===== config.mk =====
export PLATFORM = sky130hd
export DESIGN_NAME = fpm_top
export DESIGN_NICKNAME = d
export VERILOG_FILES = /design/src/source/fpm_pkg.sv /design/src/source/fpm_sequencer.sv /design/src/source/fpm_latency_counter.sv /design/src/source/fpm_operand_decode.sv /design/src/source/fpm_compare_unit.sv /design/src/source/fpm_result_select.sv /design/src/source/fpm_top.sv
export VERILOG_INCLUDE_DIRS = /design/src /design/src/source
export SDC_FILE = /design/constraint.sdc
export NUM_CORES = 1
export LEC_CHECK = 0
export ABC_AREA = 1
export BUFFER_PORTS_ARGS = -buffer_cell sky130_fd_sc_hd__buf_4
export CAP_MARGIN = 20
export CORE_MARGIN = 10
export CORE_UTILIZATION = 45
export DETAILED_ROUTE_END_ITERATION = 8
export GPL_TIMING_DRIVEN = 0
export PLACE_DENSITY = 0.67
export SYNTH_ARGS = -nofsm -noshare
export SYNTH_HDL_FRONTEND = slang
export SYNTH_SLANG_ARGS = --single-unit

===== constraint.sdc =====
create_clock -name clk -period 2.42 [get_ports clk]
set_clock_uncertainty 0.2 [all_clocks]
set_input_delay 0.605 -clock clk [delete_from_list [all_inputs] [get_ports clk]]
set_output_delay 0.605 -clock clk [all_outputs]
set_load 0.01 [all_outputs]

===== src/source/fpm_defs.svh =====
// fpm shared constants: latency, fp64 field widths and fixed result words
`ifndef FPM_DEFS_SVH
`define FPM_DEFS_SVH

////////////////////////////////////////////////////////////
// timing
////////////////////////////////////////////////////////////

`define FPM_LATENCY 4 // start edge to ready, in clock edges
`define FPM_CNT_W 3

////////////////////////////////////////////////////////////
// fp64 layout and special words
////////////////////////////////////////////////////////////

`define FPM_EXP_W 11
`define FPM_MAN_W 52

`define FPM_CANON_NAN 64'h7ff8_0000_0000_0000 // quiet nan, positive, payload clear
`define FPM_BAD_RESULT 64'h0000_0000_dead_beef // unsupported op or sub-function

`endif


===== src/source/fpm_pkg.sv =====
// fpm package: operand, class, operation code and decoded operand types
`default_nettype none

`include "fpm_defs.svh"

package fpm_pkg;

	// one double precision word, sign + exponent + mantissa
	typedef logic [`FPM_EXP_W+`FPM_MAN_W:0] fp64_t;

	// operation codes, same numbering as the full fpu
	typedef enum logic [4:0]
	{
		OP_SGNJ   = 5'd7,
		OP_CLASS  = 5'd8,
		OP_CMP    = 5'd9,
		OP_MINMAX = 5'd25
	} fpm_op_e;

	// one-hot class, risc-v fclass bit order
	// 0 -inf, 1 -normal, 2 -subnormal, 3 -zero
	// 4 +zero, 5 +subnormal, 6 +normal, 7 +inf
	// 8 signalling nan, 9 quiet nan
	typedef logic [9:0] fpm_class_t;

	// category of one operand, filled in by the decoder
	typedef struct packed
	{
		logic sign;
		logic is_zero;
		logic is_sub;  // exponent zero, mantissa nonzero
		logic is_inf;
		logic is_nan;
		logic is_snan; // subset of is_nan
	} fp_info_t;

endpackage

`default_nettype wire


===== src/source/fpm_sequencer.sv =====
// fpm sequencer: detects the start edge, issues load, latches the op and drives ready
`default_nettype none

module fpm_sequencer
	import fpm_pkg::*;
(
	input  wire logic    clk,
	input  wire logic    rst,
	input  wire logic    enable,
	input  fpm_op_e      fpu_op,
	input  wire logic [2:0] rnd_mode,
	input  wire logic    done,
	output logic         load,
	output logic         ready,
	output fpm_op_e      op_q,
	output logic [2:0]   rnd_q
);

	typedef enum logic [1:0]
	{
		st_idle,
		st_busy,
		st_done
	} seq_state_e;

	seq_state_e state;
	logic       en_q;  // enable as sampled on the previous edge
	logic       start;

	assign start = enable & ~en_q; // rising edge of the level enable

	always_ff @(posedge clk)
	begin
		if (rst)
		begin
			state <= st_idle;
			en_q  <= 1'b0;
			load  <= 1'b0;
			ready <= 1'b0;
			op_q  <= OP_SGNJ; // sgnj of two zero operands keeps out at zero
			rnd_q <= 3'd0;
		end
		else
		begin
			en_q <= enable;
			load <= 1'b0;

			case (state)
				st_idle, st_done:
					if (start)
					begin
						load  <= 1'b1;
						state <= st_busy;
					end
				st_busy:
					if (done)
					begin
						ready <= 1'b1; // held until the next load
						state <= st_done;
					end
				default: state <= st_idle;
			endcase

			// the edge after the start edge: take the op, drop ready
			if (load)
			begin
				op_q  <= fpu_op;
				rnd_q <= rnd_mode;
				ready <= 1'b0;
			end
		end
	end

endmodule

`default_nettype wire


===== src/source/fpm_latency_counter.sv =====
// fpm latency counter: times a running operation and pulses done once at its end
`default_nettype none

`include "fpm_defs.svh"

module fpm_latency_counter
(
	input  wire logic clk,
	input  wire logic rst,
	input  wire logic load,
	output logic      done
);

	// load takes one edge and ready another, the rest is counted here
	localparam logic [`FPM_CNT_W-1:0] cnt_end = `FPM_CNT_W'(`FPM_LATENCY - 2);

	logic [`FPM_CNT_W-1:0] cnt; // zero means stopped

	always_ff @(posedge clk)
	begin
		if (rst)
		begin
			cnt  <= '0;
			done <= 1'b0;
		end
		else
		begin
			done <= 1'b0;
			if (load)
				cnt <= `FPM_CNT_W'(1);
			else if (cnt != '0)
			begin
				if (cnt == cnt_end)
				begin
					done <= 1'b1;
					cnt  <= '0;
				end
				else
					cnt <= cnt + 1'b1;
			end
		end
	end

endmodule

`default_nettype wire


===== src/source/fpm_operand_decode.sv =====
// fpm operand decoder: registers one fp64 operand with its ieee category
`default_nettype none

`include "fpm_defs.svh"

module fpm_operand_decode
	import fpm_pkg::*;
(
	input  wire logic clk,
	input  wire logic rst,
	input  wire logic load,
	input  fp64_t     operand,
	output fp64_t     value,
	output fp_info_t  info
);

	logic [`FPM_EXP_W-1:0] exp_f;
	logic [`FPM_MAN_W-1:0] man_f;
	logic                  exp_max;
	logic                  exp_zero;
	logic                  man_zero;
	fp_info_t              info_d;

	assign exp_f    = operand[`FPM_MAN_W +: `FPM_EXP_W];
	assign man_f    = operand[`FPM_MAN_W-1:0];
	assign exp_max  = &exp_f;
	assign exp_zero = ~|exp_f;
	assign man_zero = ~|man_f;

	always_comb
	begin
		info_d.sign    = operand[`FPM_EXP_W+`FPM_MAN_W];
		info_d.is_zero = exp_zero & man_zero;
		info_d.is_sub  = exp_zero & ~man_zero;
		info_d.is_inf  = exp_max & man_zero;
		info_d.is_nan  = exp_max & ~man_zero;
		info_d.is_snan = exp_max & ~man_zero & ~man_f[`FPM_MAN_W-1]; // quiet bit clear
	end

	always_ff @(posedge clk)
	begin
		if (rst)
		begin
			value <= '0;
			info  <= '0;
		end
		else if (load)
		begin
			value <= operand;
			info  <= info_d;
		end
	end

endmodule

`default_nettype wire


===== src/source/fpm_compare_unit.sv =====
// fpm compare unit: registered ieee ordering of two decoded operands
`default_nettype none

module fpm_compare_unit
	import fpm_pkg::*;
(
	input  wire logic clk,
	input  wire logic rst,
	input  fp64_t     a,
	input  fp64_t     b,
	input  fp_info_t  a_info,
	input  fp_info_t  b_info,
	output logic      lt,
	output logic      eq,
	output logic      unordered
)
;

	logic nan_any;
	logic both_zero;
	logic mag_lt;
	logic lt_d;
	logic eq_d;

	assign nan_any   = a_info.is_nan | b_info.is_nan;
	assign both_zero = a_info.is_zero & b_info.is_zero; // +0 == -0
	assign mag_lt    = a[62:0] < b[62:0];

	always_comb
	begin
		eq_d = both_zero | (a == b);
		if (a_info.sign != b_info.sign)
			lt_d = a_info.sign & ~both_zero; // negative below positive
		else if (a_info.sign)
			lt_d = ~mag_lt & (a[62:0] != b[62:0]); // both negative, larger magnitude is less
		else
			lt_d = mag_lt;
	end

	always_ff @(posedge clk)
	begin
		if (rst)
		begin
			lt        <= 1'b0;
			eq        <= 1'b0;
			unordered <= 1'b0;
		end
		else
		begin
			lt        <= lt_d & ~nan_any;
			eq        <= eq_d & ~nan_any;
			unordered <= nan_any;
		end
	end

endmodule

`default_nettype wire


===== src/source/fpm_result_select.sv =====
// fpm result select: registered result word and invalid flag for each operation
`default_nettype none

`include "fpm_defs.svh"

module fpm_result_select
	import fpm_pkg::*;
(
	input  wire logic       clk,
	input  wire logic       rst,
	input  fpm_op_e         op,
	input  wire logic [2:0] rnd,
	input  fp64_t           a,
	input  fp64_t           b,
	input  fp_info_t        a_info,
	input  fp_info_t        b_info,
	input  wire logic       lt,
	input  wire logic       eq,
	input  wire logic       unordered,
	output fp64_t           out,
	output logic            invalid
);

	// one-hot fclass bit of a decoded operand
	function automatic fpm_class_t classify(input fp_info_t i);
		fpm_class_t c;
		c = '0;
		if (i.is_nan)
			c[i.is_snan ? 8 : 9] = 1'b1;
		else if (i.is_inf)
			c[i.sign ? 0 : 7] = 1'b1;
		else if (i.is_zero)
			c[i.sign ? 3 : 4] = 1'b1;
		else if (i.is_sub)
			c[i.sign ? 2 : 5] = 1'b1;
		else
			c[i.sign ? 1 : 6] = 1'b1;
		return c;
	endfunction

	fp64_t out_d;
	logic  invalid_d;
	logic  a_below;  // a orders below b for min/max
	logic  snan_any;

	assign snan_any = a_info.is_snan | b_info.is_snan;
	assign a_below  = lt | (eq & a_info.sign & ~b_info.sign); // -0 below +0

	always_comb
	begin
		out_d     = `FPM_BAD_RESULT;
		invalid_d = 1'b0;
		case (op)
			////////////////////////////////////////////////////////////
			OP_SGNJ:
				case (rnd)
					3'd0: out_d = {b_info.sign, a[62:0]};
					3'd1: out_d = {a_info.sign ^ b_info.sign, a[62:0]};
					3'd2: out_d = {~b_info.sign, a[62:0]};
					default: out_d = `FPM_BAD_RESULT;
				endcase
			OP_CLASS:
				out_d = fp64_t'(classify(a_info));
			////////////////////////////////////////////////////////////
			OP_CMP:
				case (rnd)
					3'd0:
					begin
						out_d     = fp64_t'((lt | eq) & ~unordered); // le
						invalid_d = unordered;
					end
					3'd1:
					begin
						out_d     = fp64_t'(lt & ~unordered);
						invalid_d = unordered;
					end
					3'd2:
					begin
						out_d     = fp64_t'(eq & ~unordered);
						invalid_d = snan_any; // quiet nan is fine for eq
					end
					default: out_d = `FPM_BAD_RESULT;
				endcase
			OP_MINMAX:
			begin
				invalid_d = snan_any;
				if (a_info.is_nan & b_info.is_nan)
					out_d = `FPM_CANON_NAN;
				else if (a_info.is_nan)
					out_d = b;
				else if (b_info.is_nan)
					out_d = a;
				else if (rnd[0])
					out_d = a_below ? b : a; // max
				else
					out_d = a_below ? a : b; // min
			end
			default: out_d = `FPM_BAD_RESULT;
		endcase
	end

	always_ff @(posedge clk)
	begin
		if (rst)
		begin
			out     <= '0;
			invalid <= 1'b0;
		end
		else
		begin
			out     <= out_d;
			invalid <= invalid_d;
		end
	end

endmodule

`default_nettype wire


===== src/source/fpm_top.sv =====
// fpm top: misc fp64 operations unit, sequencer and counter around a three stage data path
`default_nettype none

module fpm_top
	import fpm_pkg::*;
(
	input  wire logic       clk,
	input  wire logic       rst,
	input  wire logic       enable,
	input  wire logic [4:0] fpu_op,
	input  wire logic [2:0] rnd_mode,
	input  fp64_t           opa,
	input  fp64_t           opb,
	output fp64_t           out,
	output logic            invalid,
	output logic            ready
);

	fpm_op_e    op_in;
	fpm_op_e    op_q;
	logic [2:0] rnd_q;
	logic       load;
	logic       done;
	fp64_t      a_val;
	fp64_t      b_val;
	fp_info_t   a_info;
	fp_info_t   b_info;
	logic       lt;
	logic       eq;
	logic       unordered;

	assign op_in = fpm_op_e'(fpu_op); // unknown codes pass through to the default result

	////////////////////////////////////////////////////////////
	// control
	////////////////////////////////////////////////////////////

	fpm_sequencer u_seq
	(
		.clk      (clk),
		.rst      (rst),
		.enable   (enable),
		.fpu_op   (op_in),
		.rnd_mode (rnd_mode),
		.done     (done),
		.load     (load),
		.ready    (ready),
		.op_q     (op_q),
		.rnd_q    (rnd_q)
	);

	fpm_latency_counter u_cnt
	(
		.clk  (clk),
		.rst  (rst),
		.load (load),
		.done (done)
	);

	////////////////////////////////////////////////////////////
	// data path: decode, compare, result
	////////////////////////////////////////////////////////////

	fpm_operand_decode u_dec_a
	(
		.clk     (clk),
		.rst     (rst),
		.load    (load),
		.operand (opa),
		.value   (a_val),
		.info    (a_info)
	);

	fpm_operand_decode u_dec_b
	(
		.clk     (clk),
		.rst     (rst),
		.load    (load),
		.operand (opb),
		.value   (b_val),
		.info    (b_info)
	);

	fpm_compare_unit u_cmp
	(
		.clk       (clk),
		.rst       (rst),
		.a         (a_val),
		.b         (b_val),
		.a_info    (a_info),
		.b_info    (b_info),
		.lt        (lt),
		.eq        (eq),
		.unordered (unordered)
	);

	fpm_result_select u_res
	(
		.clk       (clk),
		.rst       (rst),
		.op        (op_q),
		.rnd       (rnd_q),
		.a         (a_val),
		.b         (b_val),
		.a_info    (a_info),
		.b_info    (b_info),
		.lt        (lt),
		.eq        (eq),
		.unordered (unordered),
		.out       (out),
		.invalid   (invalid)
	);

endmodule

`default_nettype wire


==> run summary, run 1 <==
layout cells sized above 1 - 17.9%
Antenna diodes - 0
Slowest cell on crit path - dfxtp_1
die height - 172 um
H-tree lvl count - 1
final net count - 1,820
RSZ-0062 raised after global routing - no
Startpoint Class - flop
ANT nets after route - 0
vias in the first global route - 10,145
max-cap check violation count - 0
Mapped Area - 10,400 um2
antenna violations before repair - 0
worst hold endpoint - u_dec_a.value[36]$_SDFFE_PP0P_
reg2reg end - u_res.out[63]$_SDFF_PP0_
sequential cell area fraction in the yosys report - 42.7%
Worst EP required - 2620 ps
largest net degree at the start of global routing - 13
CTS Buf Count - 24
Final setup viols - 0
Max Root-Sink Buffers - 3
crit path max fanout - 10
clk sink count - 221
Die Width - 172 um
Crit. End Element - flop
most common cell after layout, fill and taps aside - nand2_1
Worst VDD drop - 0.504 mV
P_leak - 0.00590 uW
Max-slew headroom - 44.1%
Synth Register Bits - 221
first-iteration detailed-routing DRC count - 877
CTS Root Cell - clkbuf_16
post-DR vias/cell - 5.36
clock slew at reported path FFs - 60 ps
Die ar. - 29,500 um2
worst reg2reg setup slack - 130 ps
PD cells - 720 nW/um2
initial core utilization - 45.7%
post-DP HPWL - 27.9 mm
most frequent cells in the layout - nand2_1, dfxtp_1, buf_4
layout filler cell count - 2,177
HP Start - opa[36]
Hold Path Stages - 3
CTS tree - yes
Synth warnings - 0
post-synthesis cell type count - 37
actual slew at the worst max-slew pin - 839 ps
first-pass GRT wire length - 54.5 mm
Synth Net Count - 1,590
grt total ovfl - 0
Pins Over Slew Limit - 0
core area - 22,600 um2
DRC viols - 0
P&R area growth vs syn - 25.9%
port buffer count - 204
fin crit share - 94.5%
R2R depth - 9
CP Cell Sequence - inv_2, nor2_1, nand3_1, nor2_4, inv_2, nor2_4, buf_2, nand3_1, a21oi_1
io pins - 205
Max Freq - 437 MHz
fin area - 13,000 um2
Worst Path Arrival - 2490 ps
drt first pass iters - 5
final hold violation count - 0
min-delay worst type - in2reg
Worst path max stage delay - 320 ps
clock latency on the worst-skew pair - 520 ps
Rows - 55
Power Total - 9380 uW
outcome - complete, no violations
Post-Syn Area per Cell - 7.46 um2
critical path class - reg2reg
Global Route Usage Sum - 23.4%
Tmin final - 2290 ps
WL per Instance - 18.5 um
Placed Area - 12,200 um2
drt total wl - 35.4 mm
Via Count - 10,275
Syn Inst Count - 1,388
gp weighted congestion - 0.953
R2R Path Start - u_seq.op_q[3]$_SDFFE_PP0P_
## cells in the mapped netlist, drive strengths merged
master / count / area share (%)
dfxtp: 221 / 43
clkinv: 1 / 0.036
inv: 213 / 7.7
o31ai: 3 / 0.22
nor3: 12 / 0.58
o211ai: 12 / 0.87
a211oi: 2 / 0.14
a32o: 1 / 0.097
clkbuf: 48 / 1.7
nor4: 22 / 1.3
o21ai: 91 / 4.4
nand4: 29 / 1.8
a22oi: 1 / 0.073
o21bai: 1 / 0.18
ha: 63 / 7.6
a21o: 4 / 0.29
nand2: 290 / 11
or2: 1 / 0.060
a22o: 9 / 0.76
nand3: 99 / 4.9
o41ai: 2 / 0.17
o22ai: 58 / 3.5
buf: 20 / 1.2
nor2: 71 / 2.8
a31oi: 1 / 0.12
a21oi: 113 / 5.8
## worst max-delay path: cells and delay by family (launching register included)
family / cells / cell delay (ps)
buf+inv: 3 / 450
simple gates: 5 / 940
flops: 1 / 320
compound gates: 1 / 260
## registers in the layout, summed over array words and instances, names as in the netlist, 2 cells and up
| signal | count |
|---|---|
| u_res.out | 64 |
| u_dec_a.value | 63 |
| u_dec_b.value | 63 |
| u_dec_a.info | 6 |
| u_seq.op_q | 5 |
| u_dec_b.info | 4 |
| u_cnt.cnt | 3 |
| u_seq.rnd_q | 3 |
| u_seq.state | 2 |
## report_power, final
group	switching [uW]	internal (uW)	total [uW]
Sequential	95.8	3820	3920
Clock	1490	2170	3660
Combinational	1130	677	1810
Total	2710	6670	9380
## worst max-delay path by stage
stage	from	end	depth (start not counted)	slack, ps
detailed placement	rst	u_dec_a.value[25]$_SDFFE_PP0P_	6	-360
global placement	rst	u_dec_b.value[57]$_SDFFE_PP0P_	6	-340
finish	u_seq.op_q[3]$_SDFFE_PP0P_	u_res.out[63]$_SDFF_PP0_	9	130
floorplan	rst	u_cnt.cnt[1]$_SDFFE_PP0P_	5	590
global route	u_dec_b.info[5]$_SDFFE_PP0P_	u_res.out[43]$_SDFF_PP0_	9	20
CTS	u_seq.load$_SDFF_PP0_	u_dec_a.value[25]$_SDFFE_PP0P_	6	100
## cells by family (layout without fill, tap and decap cells)
logic type	count (synthesis)	in the layout	synth area share (%)
AOI/OAI and AO/OA	298	298	16.7
and+or+nand+nor	524	524	22.3
DFF	221	221	42.7
adders and majority gates	63	63	7.61
buffers and inverters	282	527	10.7
## repair_timing
| item | CTS | global route |
|---|---|---|
| endpoints found under the setup margin | 1 | 15 |
| setup buffers | 0 | 0 |
| gates resized for setup | 1 | 7 |
| hold buffers | 0 | 0 |
| cloned | 0 | 0 |
## stage by stage
stage          instances  TNS, ps  util, %  setup WS (ps)  hold slack [ps]
2_1_floorplan       1388        0        -            590              217
3_3_place_gp        1877   -23880     54.1           -342              230
3_5_place_dp        1877   -23100     54.1           -363              241
4_1_cts             1918        0     57.5           97.3             82.4
5_1_grt             1918        0     57.6           19.8             86.1
6_report            1918        0     57.6            134             89.4
## metal layers
layer	GRT usage, %	part of all wire, %	vias up
met4	7.37	2.8	0
met2	37.3	45	414
met3	5.89	9.3	70
met1	30.4	43	4731
li1	-	-	5060
met5	0	0	-
## final cells by class
type	instances	area [um2]	share of cell area (%)
Timing Repair Buffer	204	1530	11.7
Inverter	214	803	6.16
Sequential cell	221	4420	33.9
Multi-Input combinational cell	885	4830	37.0
Clock buffer	38	734	5.63
Clock inverter	3	42.5	0.326
Tap cell	285	357	2.74
Buffer	68	313	2.40
Note: power is estimated with default switching activity, not from simulation.
==> run 2: changes to the inputs <==
--- a/config.mk
+++ b/config.mk
@@ -10,10 +10,9 @@
 export BUFFER_PORTS_ARGS = -buffer_cell sky130_fd_sc_hd__buf_4
 export CAP_MARGIN = 20
 export CORE_MARGIN = 10
-export CORE_UTILIZATION = 45
+export CORE_UTILIZATION = 40
 export DETAILED_ROUTE_END_ITERATION = 8
 export GPL_TIMING_DRIVEN = 0
-export PLACE_DENSITY = 0.67
 export SYNTH_ARGS = -nofsm -noshare
 export SYNTH_HDL_FRONTEND = slang
 export SYNTH_SLANG_ARGS = --single-unit
==> run 2 against run 1 <==
Routed wire length is 3.0% higher. Register-to-register slack better by 20 ps. Critical path depth unchanged. Critical path type unchanged. Critical endpoint is now u_res.out[51]$_SDFF_PP0_.
==> run summary, run 2 (synthesis gave the netlist of run 1 again) <==
biggest regs - u_res.out x64, u_dec_a.value x63, u_dec_b.value x63 (unchanged)
Pins Over Slew Limit - 0 (unchanged)
min-delay worst type - in2reg (unchanged)
P_leak - 0.00593 uW (was 0.00590 uW)
largest net degree at the start of global routing - 14 (was 13)
crit path max fanout - 10 (unchanged)
max-cap check violation count - 0 (unchanged)
vias in the first global route - 9,959 (was 10,145)
RSZ-0062 raised after global routing - no (unchanged)
DRC viols - 0 (unchanged)
area of the multi-input gates - 4840 um2 (was 4830 um2)
Seq. cell area - 4420 um2 (unchanged)
Worst VDD drop - 0.507 mV (was 0.504 mV)
fin cells - 1,966 (was 1,918)
drt total wl - 36.5 mm (was 35.4 mm)
Tmin final - 2260 ps (was 2290 ps)
Hold Path Stages - 3 (unchanged)
internal power - 6680 uW (was 6670 uW)
critical path class - reg2reg (unchanged)
core area - 25,300 um2 (was 22,600 um2)
layout cells sized above 1 - 18.4% (was 17.9%)
WL per Instance - 18.6 um (was 18.5 um)
Slowest cell on crit path - nor2_2 (was dfxtp_1)
clock slew at reported path FFs - 60 ps (about the same)
hold_buf cts - 0 (unchanged)
Final setup viols - 0 (unchanged)
Worst path max stage delay - 300 ps (was 320 ps)
layout filler cell count - 2,513 (was 2,177)
Global Route Usage Sum - 21.0% (was 23.4%)
final net count - 1,821 (was 1,820)
worst hold endpoint - u_dec_a.value[38]$_SDFFE_PP0P_ (was u_dec_a.value[36]$_SDFFE_PP0P_)
die height - 181 um (was 172 um)
Startpoint Class - flop (unchanged)
actual slew at the worst max-slew pin - 831 ps (was 839 ps)
R2R depth - 9 (unchanged)
port buffer count - 204 (unchanged)
outcome - complete, no violations (unchanged)
post-CTS setup buffer count - 0 (unchanged)
Rows - 58 (was 55)
largest reg by FF count - u_res.out (unchanged)
most frequent cells in the layout - nand2_1, dfxtp_1, buf_4 (unchanged)
post-DP HPWL - 28.7 mm (was 27.9 mm)
Largest register FFs - 64 (unchanged)
PD cells - 723 nW/um2 (was 720 nW/um2)
Combinational Power Share - 19.2% (was 19.3%)
Net Sw Frac - 29.6% (was 28.9%)
clk sink count - 221 (unchanged)
sw power - 2810 uW (was 2710 uW)
Via Count - 10,180 (was 10,275)
Crit. End Element - flop (unchanged)
Die ar. - 32,700 um2 (was 29,500 um2)
ANT nets after route - 0 (unchanged)
gp weighted congestion - 0.930 (was 0.953)
Cells after DPL - 1,922 (was 1,877)
CTS Root Cell - clkbuf_16 (unchanged)
Worst Setup Slack, final - 158 ps (was 134 ps)
CP Cell Sequence - inv_1, nand2_1, nor2_4, nor2_4, nor2_2, o21bai_4, buf_6, nand2_1, a21oi_1 (was inv_2, nor2_1, nand3_1, nor2_4, inv_2, nor2_4, buf_2, nand3_1, a21oi_1)
clock latency on the worst-skew pair - 530 ps (was 520 ps)
final hold violation count - 0 (unchanged)
initial core utilization - 40.9% (was 45.7%)
H-tree lvl count - 1 (unchanged)
Max Freq - 442 MHz (was 437 MHz)
worst reg2reg setup slack - 160 ps (was 130 ps)
Worst Path Arrival - 2500 ps (was 2490 ps)
WHS - 79.2 ps (was 89.4 ps)
Worst EP required - 2660 ps (was 2620 ps)
HP Start - opa[38] (was opa[36])
sequential power share - 41.3% (was 41.8%)
DP Worst Slack - -412 ps (was -363 ps)
most common cell after layout, fill and taps aside - nand2_1 (unchanged)
Max Root-Sink Buffers - 3 (unchanged)
Antenna diodes - 0 (unchanged)
io pins - 205 (unchanged)
drt first pass iters - 5 (unchanged)
clock share of power - 39.5% (was 39.0%)
Power Total - 9500 uW (was 9380 uW)
P&R area growth vs syn - 26.8% (was 25.9%)
first-iteration detailed-routing DRC count - 947 (was 877)
reg2reg end - u_res.out[51]$_SDFF_PP0_ (was u_res.out[63]$_SDFF_PP0_)
R2R Path Start - u_seq.rnd_q[2]$_SDFFE_PP0P_ (was u_seq.op_q[3]$_SDFFE_PP0P_)
CTS Buf Count - 25 (was 24)
Max-slew headroom - 44.6% (was 44.1%)
post-DR vias/cell - 5.18 (was 5.36)
CTS tree - yes (unchanged)
first-pass GRT wire length - 55.8 mm (was 54.5 mm)
antenna violations before repair - 0 (unchanged)
grt total ovfl - 0 (unchanged)
fin crit share - 93.5% (was 94.5%)
Die Width - 181 um (was 172 um)
-- run 2: cell count changes in the layout (fill, tap and decap cells not counted), sizes merged --
cell	before	now
clkinv	2	8
clkbuf	87	83
inv	213	214
-- run 2: per-layer routing --
metal | routed length, um | global-route usage [%] | up-vias
li1 | - | - | 5057
met1 | 16300 | 28.1 | 4697
met2 | 16700 | 34.0 | 372
met3 | 2720 | 4.14 | 54
met4 | 752 | 5.05 | 0
met5 | 0 | 0 | -
-- run 2: cell type report --
type                            count  share of cell area, %
Multi-Input combinational cell    885                   36.9
Sequential cell                   221                   33.7
Timing Repair Buffer              204                   11.7
Inverter                          214                   6.12
Clock buffer                       34                   5.48
Tap cell                          330                   3.15
Buffer                             68                   2.39
Clock inverter                     10                  0.639
-- run 2: power by group through the flow --
stage | Clock, uW | Combinational, uW | Sequential, uW
after floorplan | 0 | 1010 | 4010
after global placement | 0 | 1780 | 3990
after detailed placement | 0 | 1800 | 3990
after CTS | 3800 | 1810 | 3920
after global routing | 3940 | 2010 | 3940
final | 3750 | 1830 | 3920
-- run 2: worst max path at each step --
stage                                      from                              to  slack [ps]  depth (start not counted)
floorplan                                   rst       u_cnt.cnt[1]$_SDFFE_PP0P_         590                          5
global placement                            rst  u_dec_b.value[57]$_SDFFE_PP0P_        -370                          6
detailed placement                          rst       u_cnt.cnt[1]$_SDFFE_PP0P_        -410                          6
CTS                  u_seq.op_q[3]$_SDFFE_PP0P_        u_res.out[18]$_SDFF_PP0_          60                          9
global route              u_seq.load$_SDFF_PP0_  u_dec_b.value[60]$_SDFFE_PP0P_          40                          6
finish              u_seq.rnd_q[2]$_SDFFE_PP0P_        u_res.out[51]$_SDFF_PP0_         160                          9
-- run 2: worst max-delay path, delay by kind of cell, from the launching register on --
| kind | cells | cell delay (ps) |
|---|---|---|
| AOI/OAI and AO/OA | 2 | 490 |
| buffers and inverters | 2 | 320 |
| DFF | 1 | 290 |
| and+or+nand+nor | 5 | 860 |
-- run 2: stage by stage --
step | instance area [um2] | setup TNS, ps | utilization [%]
after detailed placement | 12300 | -31300 | 48.6
after CTS | 13100 | 0 | 51.7
after global routing | 13100 | 0 | 51.8
final | 13100 | 0 | 51.8
after floorplan | 10400 | 0 | -
after global placement | 12300 | -27180 | 48.6
-- run 2: what timing repair did --
item                                    in CTS  in global routing
endpoints found under the hold margin        0                  0
endpoints found under the setup margin      39                 54
resized for setup                            1                 11
